===== src/rtl/dsp_num_pkg.sv =====
package dsp_num_pkg;

    // Raw ADC sample, one per lane
    typedef logic signed [7:0]  code_t;

    // FFE tap weight
    typedef logic signed [7:0]  weight_t;

    // FFE sum before and after the shift, also the slicer threshold
    typedef logic signed [17:0] ffe_acc_t;

    // Right shift applied after the FFE and the channel filter
    typedef logic [3:0]         shift_t;

    // Channel estimate tap
    typedef logic signed [7:0]  chan_coef_t;

    // Code rebuilt from sliced bits, holds 3 full-scale taps
    typedef logic signed [9:0]  est_code_t;

    // Rebuilt code minus received code
    typedef logic signed [10:0] err_t;

    // Sum of squared errors over the detector window
    typedef logic [23:0]        sqerr_t;

endpackage


===== src/rtl/dsp_pipe_pkg.sv =====
package dsp_pipe_pkg;

    // FFE length in symbols
    parameter int ffe_taps = 3;

    // Channel estimate length, also the detector window
    parameter int chan_taps = 3;

    // Codes in to sliced bits out
    parameter int eq_latency = 1;

    // Sliced bits in to error word out
    parameter int chan_latency = 1;

    // One word of lookahead plus the flag register
    parameter int det_latency = 2;

    // ADC word in to aligned bits, flags and errors out
    parameter int total_latency = eq_latency + chan_latency + det_latency;

endpackage


===== src/rtl/dsp_cfg_if.sv =====
`timescale 1ns/100ps

interface dsp_cfg_if #(
    parameter int num_lanes = 4
);
    import dsp_num_pkg::*;
    import dsp_pipe_pkg::*;

    // Equalizer settings, indexed by lane then tap
    weight_t    [num_lanes-1:0][ffe_taps-1:0]  weights;
    shift_t     [num_lanes-1:0]                ffe_shift;
    ffe_acc_t   [num_lanes-1:0]                thresh;

    // Channel estimate, indexed by lane then tap
    chan_coef_t [num_lanes-1:0][chan_taps-1:0] chan_est;
    shift_t     [num_lanes-1:0]                chan_shift;

    // Driver side at the top level
    modport src (
        output weights, ffe_shift, thresh, chan_est, chan_shift
    );

    modport eq (
        input weights, ffe_shift, thresh
    );

    // Shared by error and detector stages
    modport chan (
        input chan_est, chan_shift
    );

endinterface


===== src/rtl/lane_delay_line.sv =====
`timescale 1ns/100ps

module lane_delay_line #(
    parameter type payload_t = logic,
    parameter int  depth     = 1
) (
    input  logic     clk,
    input  logic     rst_n_i,
    input  payload_t in_i,
    output payload_t taps_o [0:depth]
);
    payload_t stage_q [1:depth];

    always_ff @(posedge clk) begin
        if (!rst_n_i) begin
            for (int i = 1; i <= depth; i++) begin
                stage_q[i] <= '0;
            end
        end else begin
            stage_q[1] <= in_i;
            for (int i = 2; i <= depth; i++) begin
                stage_q[i] <= stage_q[i-1];
            end
        end
    end

    // Tap 0 is the live word
    assign taps_o[0] = in_i;

    for (genvar g = 1; g <= depth; g++) begin : g_tap
        assign taps_o[g] = stage_q[g];
    end

    a_depth_min: assert property (@(posedge clk) depth >= 1)
        else $error("lane_delay_line needs at least one stage");

endmodule


===== src/rtl/equalize_stage.sv =====
`timescale 1ns/100ps

module equalize_stage #(
    parameter int num_lanes = 4
) (
    input  logic                               clk,
    input  logic                               rst_n_i,
    input  dsp_num_pkg::code_t [num_lanes-1:0] codes_i,
    dsp_cfg_if.eq                              cfg,
    output logic [num_lanes-1:0]               bits_o
);
    import dsp_num_pkg::*;
    import dsp_pipe_pkg::*;

    typedef code_t [num_lanes-1:0] code_word_t;

    localparam int win_len = num_lanes + ffe_taps - 1;

    code_word_t           code_taps [0:1];
    code_t                code_win  [win_len];
    ffe_acc_t             ffe_out   [num_lanes];
    logic [num_lanes-1:0] slice_bits;

    // Previous word feeds the taps that reach back past lane 0
    lane_delay_line #(
        .payload_t (code_word_t),
        .depth     (1)
    ) u_code_hist (
        .clk     (clk),
        .rst_n_i (rst_n_i),
        .in_i    (codes_i),
        .taps_o  (code_taps)
    );

    // Oldest first: tail of the previous word, then the current word
    always_comb begin
        for (int i = 0; i < ffe_taps - 1; i++) begin
            code_win[i] = code_taps[1][num_lanes - ffe_taps + 1 + i];
        end
        for (int i = 0; i < num_lanes; i++) begin
            code_win[ffe_taps - 1 + i] = code_taps[0][i];
        end
    end

    // FFE per lane, tap k weights the code k symbols back
    always_comb begin
        ffe_acc_t acc;
        for (int l = 0; l < num_lanes; l++) begin
            acc = '0;
            for (int k = 0; k < ffe_taps; k++) begin
                acc = acc + $signed(cfg.weights[l][k]) *
                            $signed(code_win[l + ffe_taps - 1 - k]);
            end
            ffe_out[l] = acc >>> cfg.ffe_shift[l];
        end
    end

    // Slicer
    always_comb begin
        for (int l = 0; l < num_lanes; l++) begin
            slice_bits[l] = (ffe_out[l] >= $signed(cfg.thresh[l]));
        end
    end

    always_ff @(posedge clk) begin
        if (!rst_n_i) begin
            bits_o <= '0;
        end else begin
            bits_o <= slice_bits;
        end
    end

    // Decisions stay defined once reset is released
    a_bits_known: assert property (@(posedge clk) rst_n_i |=> !$isunknown(bits_o))
        else $error("equalize_stage produced unknown bits");

endmodule


===== src/flat_wrapper.sv =====
// flat-port wrapper written by rule: the top's interface ports become plain ports
module equalize_stage_flat import dsp_num_pkg::*; import dsp_pipe_pkg::*;
#(
    parameter int num_lanes = 4
)
  (clk, rst_n_i, codes_i, bits_o, cfg_weights, cfg_ffe_shift, cfg_thresh);
  dsp_cfg_if #(.num_lanes(num_lanes)) cfg_i ();
  input  logic clk;
  input  logic rst_n_i;
  input  dsp_num_pkg::code_t [num_lanes-1:0] codes_i;
  output logic [num_lanes-1:0] bits_o;
  input wire logic [$bits(cfg_i.weights)-1:0] cfg_weights;
  input wire logic [$bits(cfg_i.ffe_shift)-1:0] cfg_ffe_shift;
  input wire logic [$bits(cfg_i.thresh)-1:0] cfg_thresh;
  assign cfg_i.weights = cfg_weights;
  assign cfg_i.ffe_shift = cfg_ffe_shift;
  assign cfg_i.thresh = cfg_thresh;
  equalize_stage #(.num_lanes(num_lanes)) u_core (.clk(clk), .rst_n_i(rst_n_i), .codes_i(codes_i), .cfg(cfg_i), .bits_o(bits_o));
endmodule

===== config.mk =====
export PLATFORM = sky130hd
export DESIGN_NAME = equalize_stage_flat
export DESIGN_NICKNAME = d
export VERILOG_FILES = /design/src/rtl/dsp_num_pkg.sv /design/src/rtl/dsp_pipe_pkg.sv /design/src/rtl/dsp_cfg_if.sv /design/src/rtl/lane_delay_line.sv /design/src/rtl/equalize_stage.sv /design/src/flat_wrapper.sv
export SDC_FILE = /design/constraint.sdc
export NUM_CORES = 2
export LEC_CHECK = 0
export CORE_MARGIN = 4
export CORE_UTILIZATION = 45
export CTS_CLUSTER_SIZE = 28
export DETAILED_ROUTE_END_ITERATION = 8
export DONT_BUFFER_PORTS = 1
export PLACE_DENSITY = 0.65
export SLEW_MARGIN = 25
export SYNTH_ARGS = -nofsm -noshare
export SYNTH_HDL_FRONTEND = slang
export SYNTH_SLANG_ARGS = --single-unit
export TNS_END_PERCENT = 20

===== constraint.sdc =====
create_clock -name clk -period 9.34 [get_ports clk]
set_input_delay 1.868 -clock clk [delete_from_list [all_inputs] [get_ports clk]]
set_output_delay 1.868 -clock clk [all_outputs]
set_load 0.02 [all_outputs]

==> results.tsv <==
metric	value	unit
status	complete, but fails checks	
failing checks	setup timing	
Core Util, Final	52.0	%
number of global-route vias before repair	35120	
Max clock buf depth	2	
Distinct cells, synth	97	
final worst setup slack	-0.203	ns
Post-synth EDFFs	0	
DRC Markers	0	
period utilisation layout	102	%
fin. max-slew vios	0	
final HPWL from detailed placement	89.9	mm
synthesized cell area	40900	sq um
CTS clk-pin slew, worst paths	0.09	ns
top-count cell post-synth	inv_1	
total CTS buffers	3	
main flop type after synthesis	dfxtp_1	
slew margin rel.	45.8	%
GR met1 Demand/Resource	28.1	%
initial DRC count	1508	
antenna-violating nets left	0	
global route overflow	0	
top cells by count, synth	inv_1 (1,265), fa_1 (728), and2_1 (506)	
boundary pin count	222	
Die H	309	um
met3 usage	2.87	%
# rows	110	
top cell type's share of synthesized area	35.6	%
yosys warns	0	
crit path launch type	primary input	
Non-Filler Instances	6475	
initial antenna violation count	1	
crit path time final	9.54	ns
RSZ-0062 raised after global routing	true	
Die ar.	95700	sq um
placed instance count	6462	
Synth Register Bits	20	
largest net degree at the start of global routing	39	
I/O Buffers	0	
worst endpoint data arrival time	9.80	ns
gr busiest metal	met2	
top cells by area, synth	fa_1 (36%), ha_1 (15%), inv_1 (12%)	
Final nets	6731	
Final Wtd Congestion	0.904	
Max Clock Freq	0.105	GHz
Fin. Hold Viols	0	
Area Growth Syn to Fin	14.4	%
sequential fraction of the synthesis area	0.979	%
Core Area	90000	sq um
GRT Overall Usage	22.1	%
Setup Viol. Count Final	1	
CP required	9.60	ns
clock latency on the worst-skew pair	0.30	ns
Vias	33310	
Synth area leader	fa_1	
Vias/cell	5.14	
clk root buf	clkbuf_16	
TritonCTS clock tree	yes	
synthesized area per cell	8.36	sq um
initial core utilization	45.4	%
die outline width	309	um
Slew @ Worst Pin	0.812	ns
Async S/R FF share, synth	0	%
critical path endpoint category	flop	
Worst Path Max Fanout	8	
Max-Cap Viols	0	
cells after synthesis	4892	
synthesized net count	6322	
Sink Count	20	
diode count	0	
met2 Use GR	40.3	%
layout cells sized above 1	14.2	%
worst setup path category	primary input to flop	
clk_skew	0.00256	ns
Routed WL per cell	16.0	um
class of the worst hold path	primary input to flop	
Post-CTS Hold Buffers	0	
Crit path largest cell delay	0.57	ns
Detailed Routing Iterations Pass 1	5	
first-pass GRT wire length	173	mm
DRT Wirelength	104	mm
H-tree levels	1	
slowest CP cell	fa_1	
-- critical path, delay by kind of cell --
kind / cells / cell delay, ns
compound gates: 9 / 2.07
buf+inv: 8 / 0.67
fa+ha+maj: 8 / 3.34
mux: 1 / 0.49
xor+xnor: 1 / 0.21
simple gates: 7 / 1.14
-- stage by stage --
| stage | cell area (sq um) | hold slack (ns) | worst slack, ns | setup TNS [ns] |
|---|---|---|---|---|
| global placement | 45900 | 1.99 | -0.562 | -1.64 |
| CTS | 46300 | 1.66 | -0.0354 | -0.0957 |
| finish | 46800 | 1.68 | -0.203 | -0.203 |
| detailed placement | 45900 | 1.99 | -0.651 | -1.93 |
| global route | 46800 | 1.68 | -0.397 | -1.41 |
| floorplan | 41100 | 1.99 | -0.00703 | -0.0181 |
-- repair_timing --
item | 4_1_cts | 5_1_grt
setup buffers | 6 | 5
endpoints found under the setup margin | 4 | 4
resized for setup | 55 | 90
pin swaps | 29 | 49
-- cell type report --
class	instances	area [sq um]
Fill cell	8602	43200
Multi-Input combinational cell	3486	36100
Inverter	1272	4780
Timing Repair Buffer	518	3930
Tap cell	1176	1470
Sequential cell	20	400
Clock buffer	3	75.1
-- per-layer routing --
layer	up-vias	share of wire [%]	routed length [um]
met3	117	4.9	5060
met5	-	0	0
met2	580	51	52500
met4	0	2.2	2260
li1	16091	-	-
met1	16522	42	43900
-- final timing paths --
path / to / cells past startpoint / slack, ns / startpoint
worst min-delay path: u_core.u_code_hist.stage_q[1][29] / 1 / 1.68 / codes_i[29]
worst min register to register: u_core.bits_o[1] / 11 / 2.41 / u_core.u_code_hist.stage_q[1][24]
worst max register to register: u_core.bits_o[1] / 33 / 0.49 / u_core.u_code_hist.stage_q[1][29]
worst max-delay path: u_core.bits_o[1] / 34 / -0.20 / cfg_weights[43]
-- cells in the final DEF (no fill, tap or decap), types with 54 or more instances in the layout --
cell type     n
inv_1      1254
fa_1        727
buf_4       514
and2_1      505
ha_1        469
nand2_1     295
nor2_1      194
xnor2_1     175
a21oi_1     121
a21o_1       70
o21ai_0      68
xor2_1       58
nor2b_1      56
nand3_1      54
-- sequential cells by signal (all words and copies together), names as in the netlist --
register	cells
u_core.bits_o	4
u_core.u_code_hist.stage_q	16
-- kinds of logic after synthesis --
logic type               count (synthesis)  synth area share [%]
AO/OA/AOI/OAI                          657                  11.2
XOR/XNOR                               243                  5.22
adder cells (fa/ha/maj)               1212                  50.5
buffers and inverters                 1386                  12.8
flip-flops                              20                 0.979
multiplexers                            70                  2.41
AND/OR/NAND/NOR                       1304                  16.9
Power is not shown: default switching activity piles up to over one toggle a cycle in this logic, so the estimate is an artifact.
