### src/rtl/dsp_num_pkg.sv
package dsp_num_pkg;

    // Raw ADC sample, one per lane
    typedef logic signed [7:0]  code_t;

    // FFE tap weight
    typedef logic signed [7:0]  weight_t;

    // FFE sum before and after the shift, also the slicer threshold
    typedef logic signed [17:0] ffe_acc_t;

    // Right shift applied after the FFE and the channel filter
    typedef logic [3:0]         shift_t;

    // Channel estimate tap
    typedef logic signed [7:0]  chan_coef_t;

    // Code rebuilt from sliced bits, holds 3 full-scale taps
    typedef logic signed [9:0]  est_code_t;

    // Rebuilt code minus received code
    typedef logic signed [10:0] err_t;

    // Sum of squared errors over the detector window
    typedef logic [23:0]        sqerr_t;

endpackage

### src/rtl/dsp_pipe_pkg.sv
package dsp_pipe_pkg;

    // FFE length in symbols
    parameter int ffe_taps = 3;

    // Channel estimate length, also the detector window
    parameter int chan_taps = 3;

    // Codes in to sliced bits out
    parameter int eq_latency = 1;

    // Sliced bits in to error word out
    parameter int chan_latency = 1;

    // One word of lookahead plus the flag register
    parameter int det_latency = 2;

    // ADC word in to aligned bits, flags and errors out
    parameter int total_latency = eq_latency + chan_latency + det_latency;

endpackage

### src/rtl/dsp_cfg_if.sv
`timescale 1ns/100ps

interface dsp_cfg_if #(
    parameter int num_lanes = 4
);
    import dsp_num_pkg::*;
    import dsp_pipe_pkg::*;

    // Equalizer settings, indexed by lane then tap
    weight_t    [num_lanes-1:0][ffe_taps-1:0]  weights;
    shift_t     [num_lanes-1:0]                ffe_shift;
    ffe_acc_t   [num_lanes-1:0]                thresh;

    // Channel estimate, indexed by lane then tap
    chan_coef_t [num_lanes-1:0][chan_taps-1:0] chan_est;
    shift_t     [num_lanes-1:0]                chan_shift;

    // Driver side at the top level
    modport src (
        output weights, ffe_shift, thresh, chan_est, chan_shift
    );

    modport eq (
        input weights, ffe_shift, thresh
    );

    // Shared by error and detector stages
    modport chan (
        input chan_est, chan_shift
    );

endinterface

### src/rtl/lane_delay_line.sv
`timescale 1ns/100ps

module lane_delay_line #(
    parameter type payload_t = logic,
    parameter int  depth     = 1
) (
    input  logic     clk,
    input  logic     rst_n_i,
    input  payload_t in_i,
    output payload_t taps_o [0:depth]
);
    payload_t stage_q [1:depth];

    always_ff @(posedge clk) begin
        if (!rst_n_i) begin
            for (int i = 1; i <= depth; i++) begin
                stage_q[i] <= '0;
            end
        end else begin
            stage_q[1] <= in_i;
            for (int i = 2; i <= depth; i++) begin
                stage_q[i] <= stage_q[i-1];
            end
        end
    end

    // Tap 0 is the live word
    assign taps_o[0] = in_i;

    for (genvar g = 1; g <= depth; g++) begin : g_tap
        assign taps_o[g] = stage_q[g];
    end

    a_depth_min: assert property (@(posedge clk) depth >= 1)
        else $error("lane_delay_line needs at least one stage");

endmodule

### src/rtl/channel_error_stage.sv
`timescale 1ns/100ps

module channel_error_stage #(
    parameter int num_lanes = 4
) (
    input  logic                               clk,
    input  logic                               rst_n_i,
    input  dsp_num_pkg::code_t [num_lanes-1:0] codes_i,
    input  logic [num_lanes-1:0]               bits_i,
    dsp_cfg_if.chan                            cfg,
    output dsp_num_pkg::err_t [num_lanes-1:0]  err_o
);
    import dsp_num_pkg::*;
    import dsp_pipe_pkg::*;

    typedef code_t [num_lanes-1:0] code_word_t;
    typedef logic  [num_lanes-1:0] bit_word_t;

    localparam int win_len = num_lanes + chan_taps - 1;
    localparam int wide_w  = $bits(err_t) + 1;

    code_word_t               code_taps [0:eq_latency];
    bit_word_t                bit_taps  [0:1];
    logic                     bit_win   [win_len];
    est_code_t                est_code  [num_lanes];
    logic signed [wide_w-1:0] err_wide  [num_lanes];
    err_t [num_lanes-1:0]     err_d;
    logic [num_lanes-1:0]     err_fits;

    // Codes wait for their decisions from the equalizer
    lane_delay_line #(
        .payload_t (code_word_t),
        .depth     (eq_latency)
    ) u_code_align (
        .clk     (clk),
        .rst_n_i (rst_n_i),
        .in_i    (codes_i),
        .taps_o  (code_taps)
    );

    lane_delay_line #(
        .payload_t (bit_word_t),
        .depth     (1)
    ) u_bit_hist (
        .clk     (clk),
        .rst_n_i (rst_n_i),
        .in_i    (bits_i),
        .taps_o  (bit_taps)
    );

    always_comb begin
        for (int i = 0; i < chan_taps - 1; i++) begin
            bit_win[i] = bit_taps[1][num_lanes - chan_taps + 1 + i];
        end
        for (int i = 0; i < num_lanes; i++) begin
            bit_win[chan_taps - 1 + i] = bit_taps[0][i];
        end
    end

    always_comb begin
        est_code_t acc;
        for (int l = 0; l < num_lanes; l++) begin
            acc = '0;
            for (int j = 0; j < chan_taps; j++) begin
                // Bit 1 is +1, bit 0 is -1
                if (bit_win[l + chan_taps - 1 - j]) begin
                    acc = acc + $signed(cfg.chan_est[l][j]);
                end else begin
                    acc = acc - $signed(cfg.chan_est[l][j]);
                end
            end
            est_code[l] = acc >>> cfg.chan_shift[l];
            err_wide[l] = est_code[l] - $signed(code_taps[eq_latency][l]);
            err_d[l]    = err_t'(err_wide[l]);
            err_fits[l] = (err_wide[l] == $signed(err_d[l]));
        end
    end

    always_ff @(posedge clk) begin
        if (!rst_n_i) begin
            err_o <= '0;
        end else begin
            err_o <= err_d;
        end
    end

    a_err_range: assert property (@(posedge clk) disable iff (!rst_n_i) &err_fits)
        else $error("estimation error overflows err_t");

endmodule

### src/flat_wrapper.sv
// flat-port wrapper written by rule: the top's interface ports become plain ports
module channel_error_stage_flat import dsp_num_pkg::*; import dsp_pipe_pkg::*;
#(
    parameter int num_lanes = 4
)
  (clk, rst_n_i, codes_i, bits_i, err_o, cfg_chan_est, cfg_chan_shift);
  dsp_cfg_if #(.num_lanes(num_lanes)) cfg_i ();
  input  logic clk;
  input  logic rst_n_i;
  input  dsp_num_pkg::code_t [num_lanes-1:0] codes_i;
  input  logic [num_lanes-1:0] bits_i;
  output dsp_num_pkg::err_t [num_lanes-1:0] err_o;
  input wire logic [$bits(cfg_i.chan_est)-1:0] cfg_chan_est;
  input wire logic [$bits(cfg_i.chan_shift)-1:0] cfg_chan_shift;
  assign cfg_i.chan_est = cfg_chan_est;
  assign cfg_i.chan_shift = cfg_chan_shift;
  channel_error_stage #(.num_lanes(num_lanes)) u_core (.clk(clk), .rst_n_i(rst_n_i), .codes_i(codes_i), .bits_i(bits_i), .cfg(cfg_i), .err_o(err_o));
endmodule
### config.mk
export PLATFORM = sky130hd
export DESIGN_NAME = channel_error_stage_flat
export DESIGN_NICKNAME = d
export VERILOG_FILES = /design/src/rtl/dsp_num_pkg.sv /design/src/rtl/dsp_pipe_pkg.sv /design/src/rtl/dsp_cfg_if.sv /design/src/rtl/lane_delay_line.sv /design/src/rtl/channel_error_stage.sv /design/src/flat_wrapper.sv
export SDC_FILE = /design/constraint.sdc
export NUM_CORES = 1
export LEC_CHECK = 0
export BUFFER_PORTS_ARGS = -buffer_cell sky130_fd_sc_hd__buf_2
export CAP_MARGIN = 20
export CORE_MARGIN = 1
export CORE_UTILIZATION = 40
export DETAILED_ROUTE_END_ITERATION = 10
export GPL_ROUTABILITY_DRIVEN = 0
export SYNTH_ARGS = -nofsm -noshare
export SYNTH_HDL_FRONTEND = slang
export SYNTH_HIERARCHICAL = 1
export SYNTH_SLANG_ARGS = --single-unit
### constraint.sdc
create_clock -name clk -period 9.4 [get_ports clk]
set_clock_uncertainty 0.1 [all_clocks]
set_input_delay 0.94 -clock clk [delete_from_list [all_inputs] [get_ports clk]]
set_output_delay 0.94 -clock clk [all_outputs]
set_load 0.02 [all_outputs]
==> impl_metrics.ini <==
[run_status]
status = completed

[clock_network]
cts_hold_buf = 0
cts_buffers = 9
post-cts-setup-buffer-count = 0
root_buffer = clkbuf_16
clk_latency_ns = 0.35
ctsResizeCount = 0
htree_levels = 3
cts_max_path_buffers = 2
clkTransAtPathRegs_ns = 0.07
cts_tree = done
clock_sinks = 78

[sta]
rsz0062_at_grt = false
hold_viol = 0
fin_crit_ns = 6.99
fmax_ghz = 0.143
final.setup.tns_ns = 0
maxSlewViolCount = 0
tightest_slew_ns = 0.779
slew_headroom = 0.480
setup_viol = 0
finalCritPeriodShare = 0.744

[logic_synthesis]
synthCells = 1319
syn_area_per_cell_um2 = 7.63
yosys_warnings = 6
syn_nets = 1605
synthesis.area_um2 = 10100

[layout]
fill_cells = 2490
layout.nets = 1765
final_layout_size_suffix_gt1_frac = 0.190
area.growth.synth_to_final_pct = 15.1
final_cells = 1809
fin_util = 0.473

[global_route]
grt_pass1_vias = 8882
grt_pass1_wl_mm = 42.5
grt_antenna_before_repair = 1
grt_max_degree = 42
grt_usage = 0.200
overflow = 0

[worst_setup_path]
r2r_cells = 23
cp-start-kind = input pin
path_delay_family = compound AO/OA/AOI/OAI gates
critPathMaxFanout = 25
slowest_stage = xor2_1
timing.rr.end = u_core/err_o[10]$_SDFF_PN0_
cp_num_buf_inv = 1
regToRegSetupSlack_ns = 2.61
worstReg2RegStart = u_core/u_bit_hist/stage_q[1][3]$_SDFF_PN0_
slowest_delay_ns = 0.47
critPathRequiredTime_ns = 9.54
cp.arrival_ns = 7.13
critPathCaptureType = register
critPathKind = input pin to register

[place]
portBuffers = 193
dpl.cell_count = 1792
dpl.hpwl_mm = 21.3

[drt]
dr_total_vias = 9485
wire_per_inst_um = 14.2
viasPerCell = 5.24
firstDrtPassIters = 5
drtIter0Drc = 542
drtAntennaViolNets = 0
wirelength_mm = 25.7
drc = 0

[pwr]
netSwitchingFraction = 0.484
seqPwrFrac = 0.134
p_sw_mw = 1.65
powerDensity_nw_per_um2 = 294
p_leak_nw = 5.39
power_frac_comb = 0.753
vdd_drop_max_v = 0.000121
clkPwrFrac = 0.113
power.total_mw = 3.40
p_int_mw = 1.76

[min_path]
min_from = u_core/u_code_align/stage_q[1][0]$_SDFF_PN0_
hold_depth = 2
min_to = u_core/err_o[0]$_SDFF_PN0_
hold_path.class = register to register

[floorplanning]
io-pin-count = 194
row_count = 57
fp.dieW_um = 161
core_area_um2 = 24500
initial_core_util = 0.411
dieArea_um2 = 25800
die_h_um = 161

[flow_run]
maxCapViolCount = 0
[registers in the layout, indices dropped and copies added, names as in the netlist]
register and count:
u_core/err_o 44, u_core/u_bit_hist/stage_q 2, u_core/u_code_align/stage_q 32
[per-layer routing]
metal | vias to the layer above | share of wire | GRT usage
met2 | 217 | 0.45 | 0.334
met1 | 4284 | 0.49 | 0.271
met5 | - | 0.00031 | 0
li1 | 4960 | - | -
met4 | 2 | 0.013 | 0.0476
met3 | 22 | 0.044 | 0.0271
[worst min-delay path: cells and delay by family (launching register included)]
| family | cells | cell delay, ns |
|---|---|---|
| DFF | 1 | 0.32 |
| adders and majority gates | 1 | 0.13 |
| and+or+nand+nor | 1 | 0.04 |
[cells in the final DEF, fill, tap and decap left out, drive strengths merged, types with 11 or more instances in the layout]
cell type    n
a211oi      11
a21boi      11
a21o        18
a21oi      115
a31oi       18
and2        42
buf        194
dfxtp       78
fa          12
ha         124
inv        110
mux2        19
mux2i       16
nand2       66
nand3       23
nor2       144
nor2b       16
nor3        64
o211ai      14
o21a        16
o21ai       55
o21bai      14
or3         13
xnor2       65
xor2        95
[layout make-up]
| class | count | area (µm²) | share of cell area |
|---|---|---|---|
| Multi-Input combinational cell | 1085 | 7890 | 0.682 |
| Sequential cell | 78 | 1560 | 0.135 |
| Timing Repair Buffer | 194 | 973 | 0.0841 |
| Inverter | 111 | 417 | 0.0360 |
| Tap cell | 324 | 405 | 0.0350 |
| Clock buffer | 9 | 225 | 0.0195 |
| Clock inverter | 7 | 103 | 0.00886 |
| Antenna cell | 1 | 2.50 | 0.000216 |
[how the worst max path moves through the flow]
stage / slack [ns] / to / depth (start not counted) / from
after floorplan: 2.48 / u_core/err_o[32]$_SDFF_PN0_ / 27 / bits_i[1]
after global placement: 2.15 / u_core/err_o[21]$_SDFF_PN0_ / 26 / bits_i[1]
after detailed placement: 2.07 / u_core/err_o[10]$_SDFF_PN0_ / 24 / bits_i[0]
after CTS: 2.43 / u_core/err_o[10]$_SDFF_PN0_ / 24 / bits_i[0]
after global routing: 1.77 / u_core/err_o[21]$_SDFF_PN0_ / 26 / bits_i[1]
final: 2.41 / u_core/err_o[21]$_SDFF_PN0_ / 26 / bits_i[1]
[power by group through the flow]
stage | Combinational, mW | Sequential (mW) | Clock (mW)
after floorplan | 1.90 | 0.554 | 0
after global placement | 2.52 | 0.467 | 0
after detailed placement | 2.55 | 0.466 | 0
after CTS | 2.56 | 0.460 | 0.396
after global routing | 2.89 | 0.466 | 0.409
final | 2.56 | 0.457 | 0.385
[stage by stage]
stage / hold slack, ns / instance area (µm²) / setup slack [ns]
CTS: 0.433 / 11600 / 2.43
finish: 0.421 / 11600 / 2.41
floorplan: 0.391 / 10100 / 2.48
global route: 0.459 / 11600 / 1.77
detailed placement: 0.416 / 11200 / 2.07
global placement: 0.409 / 11200 / 2.15
Power figures use the tool's default switching activity.
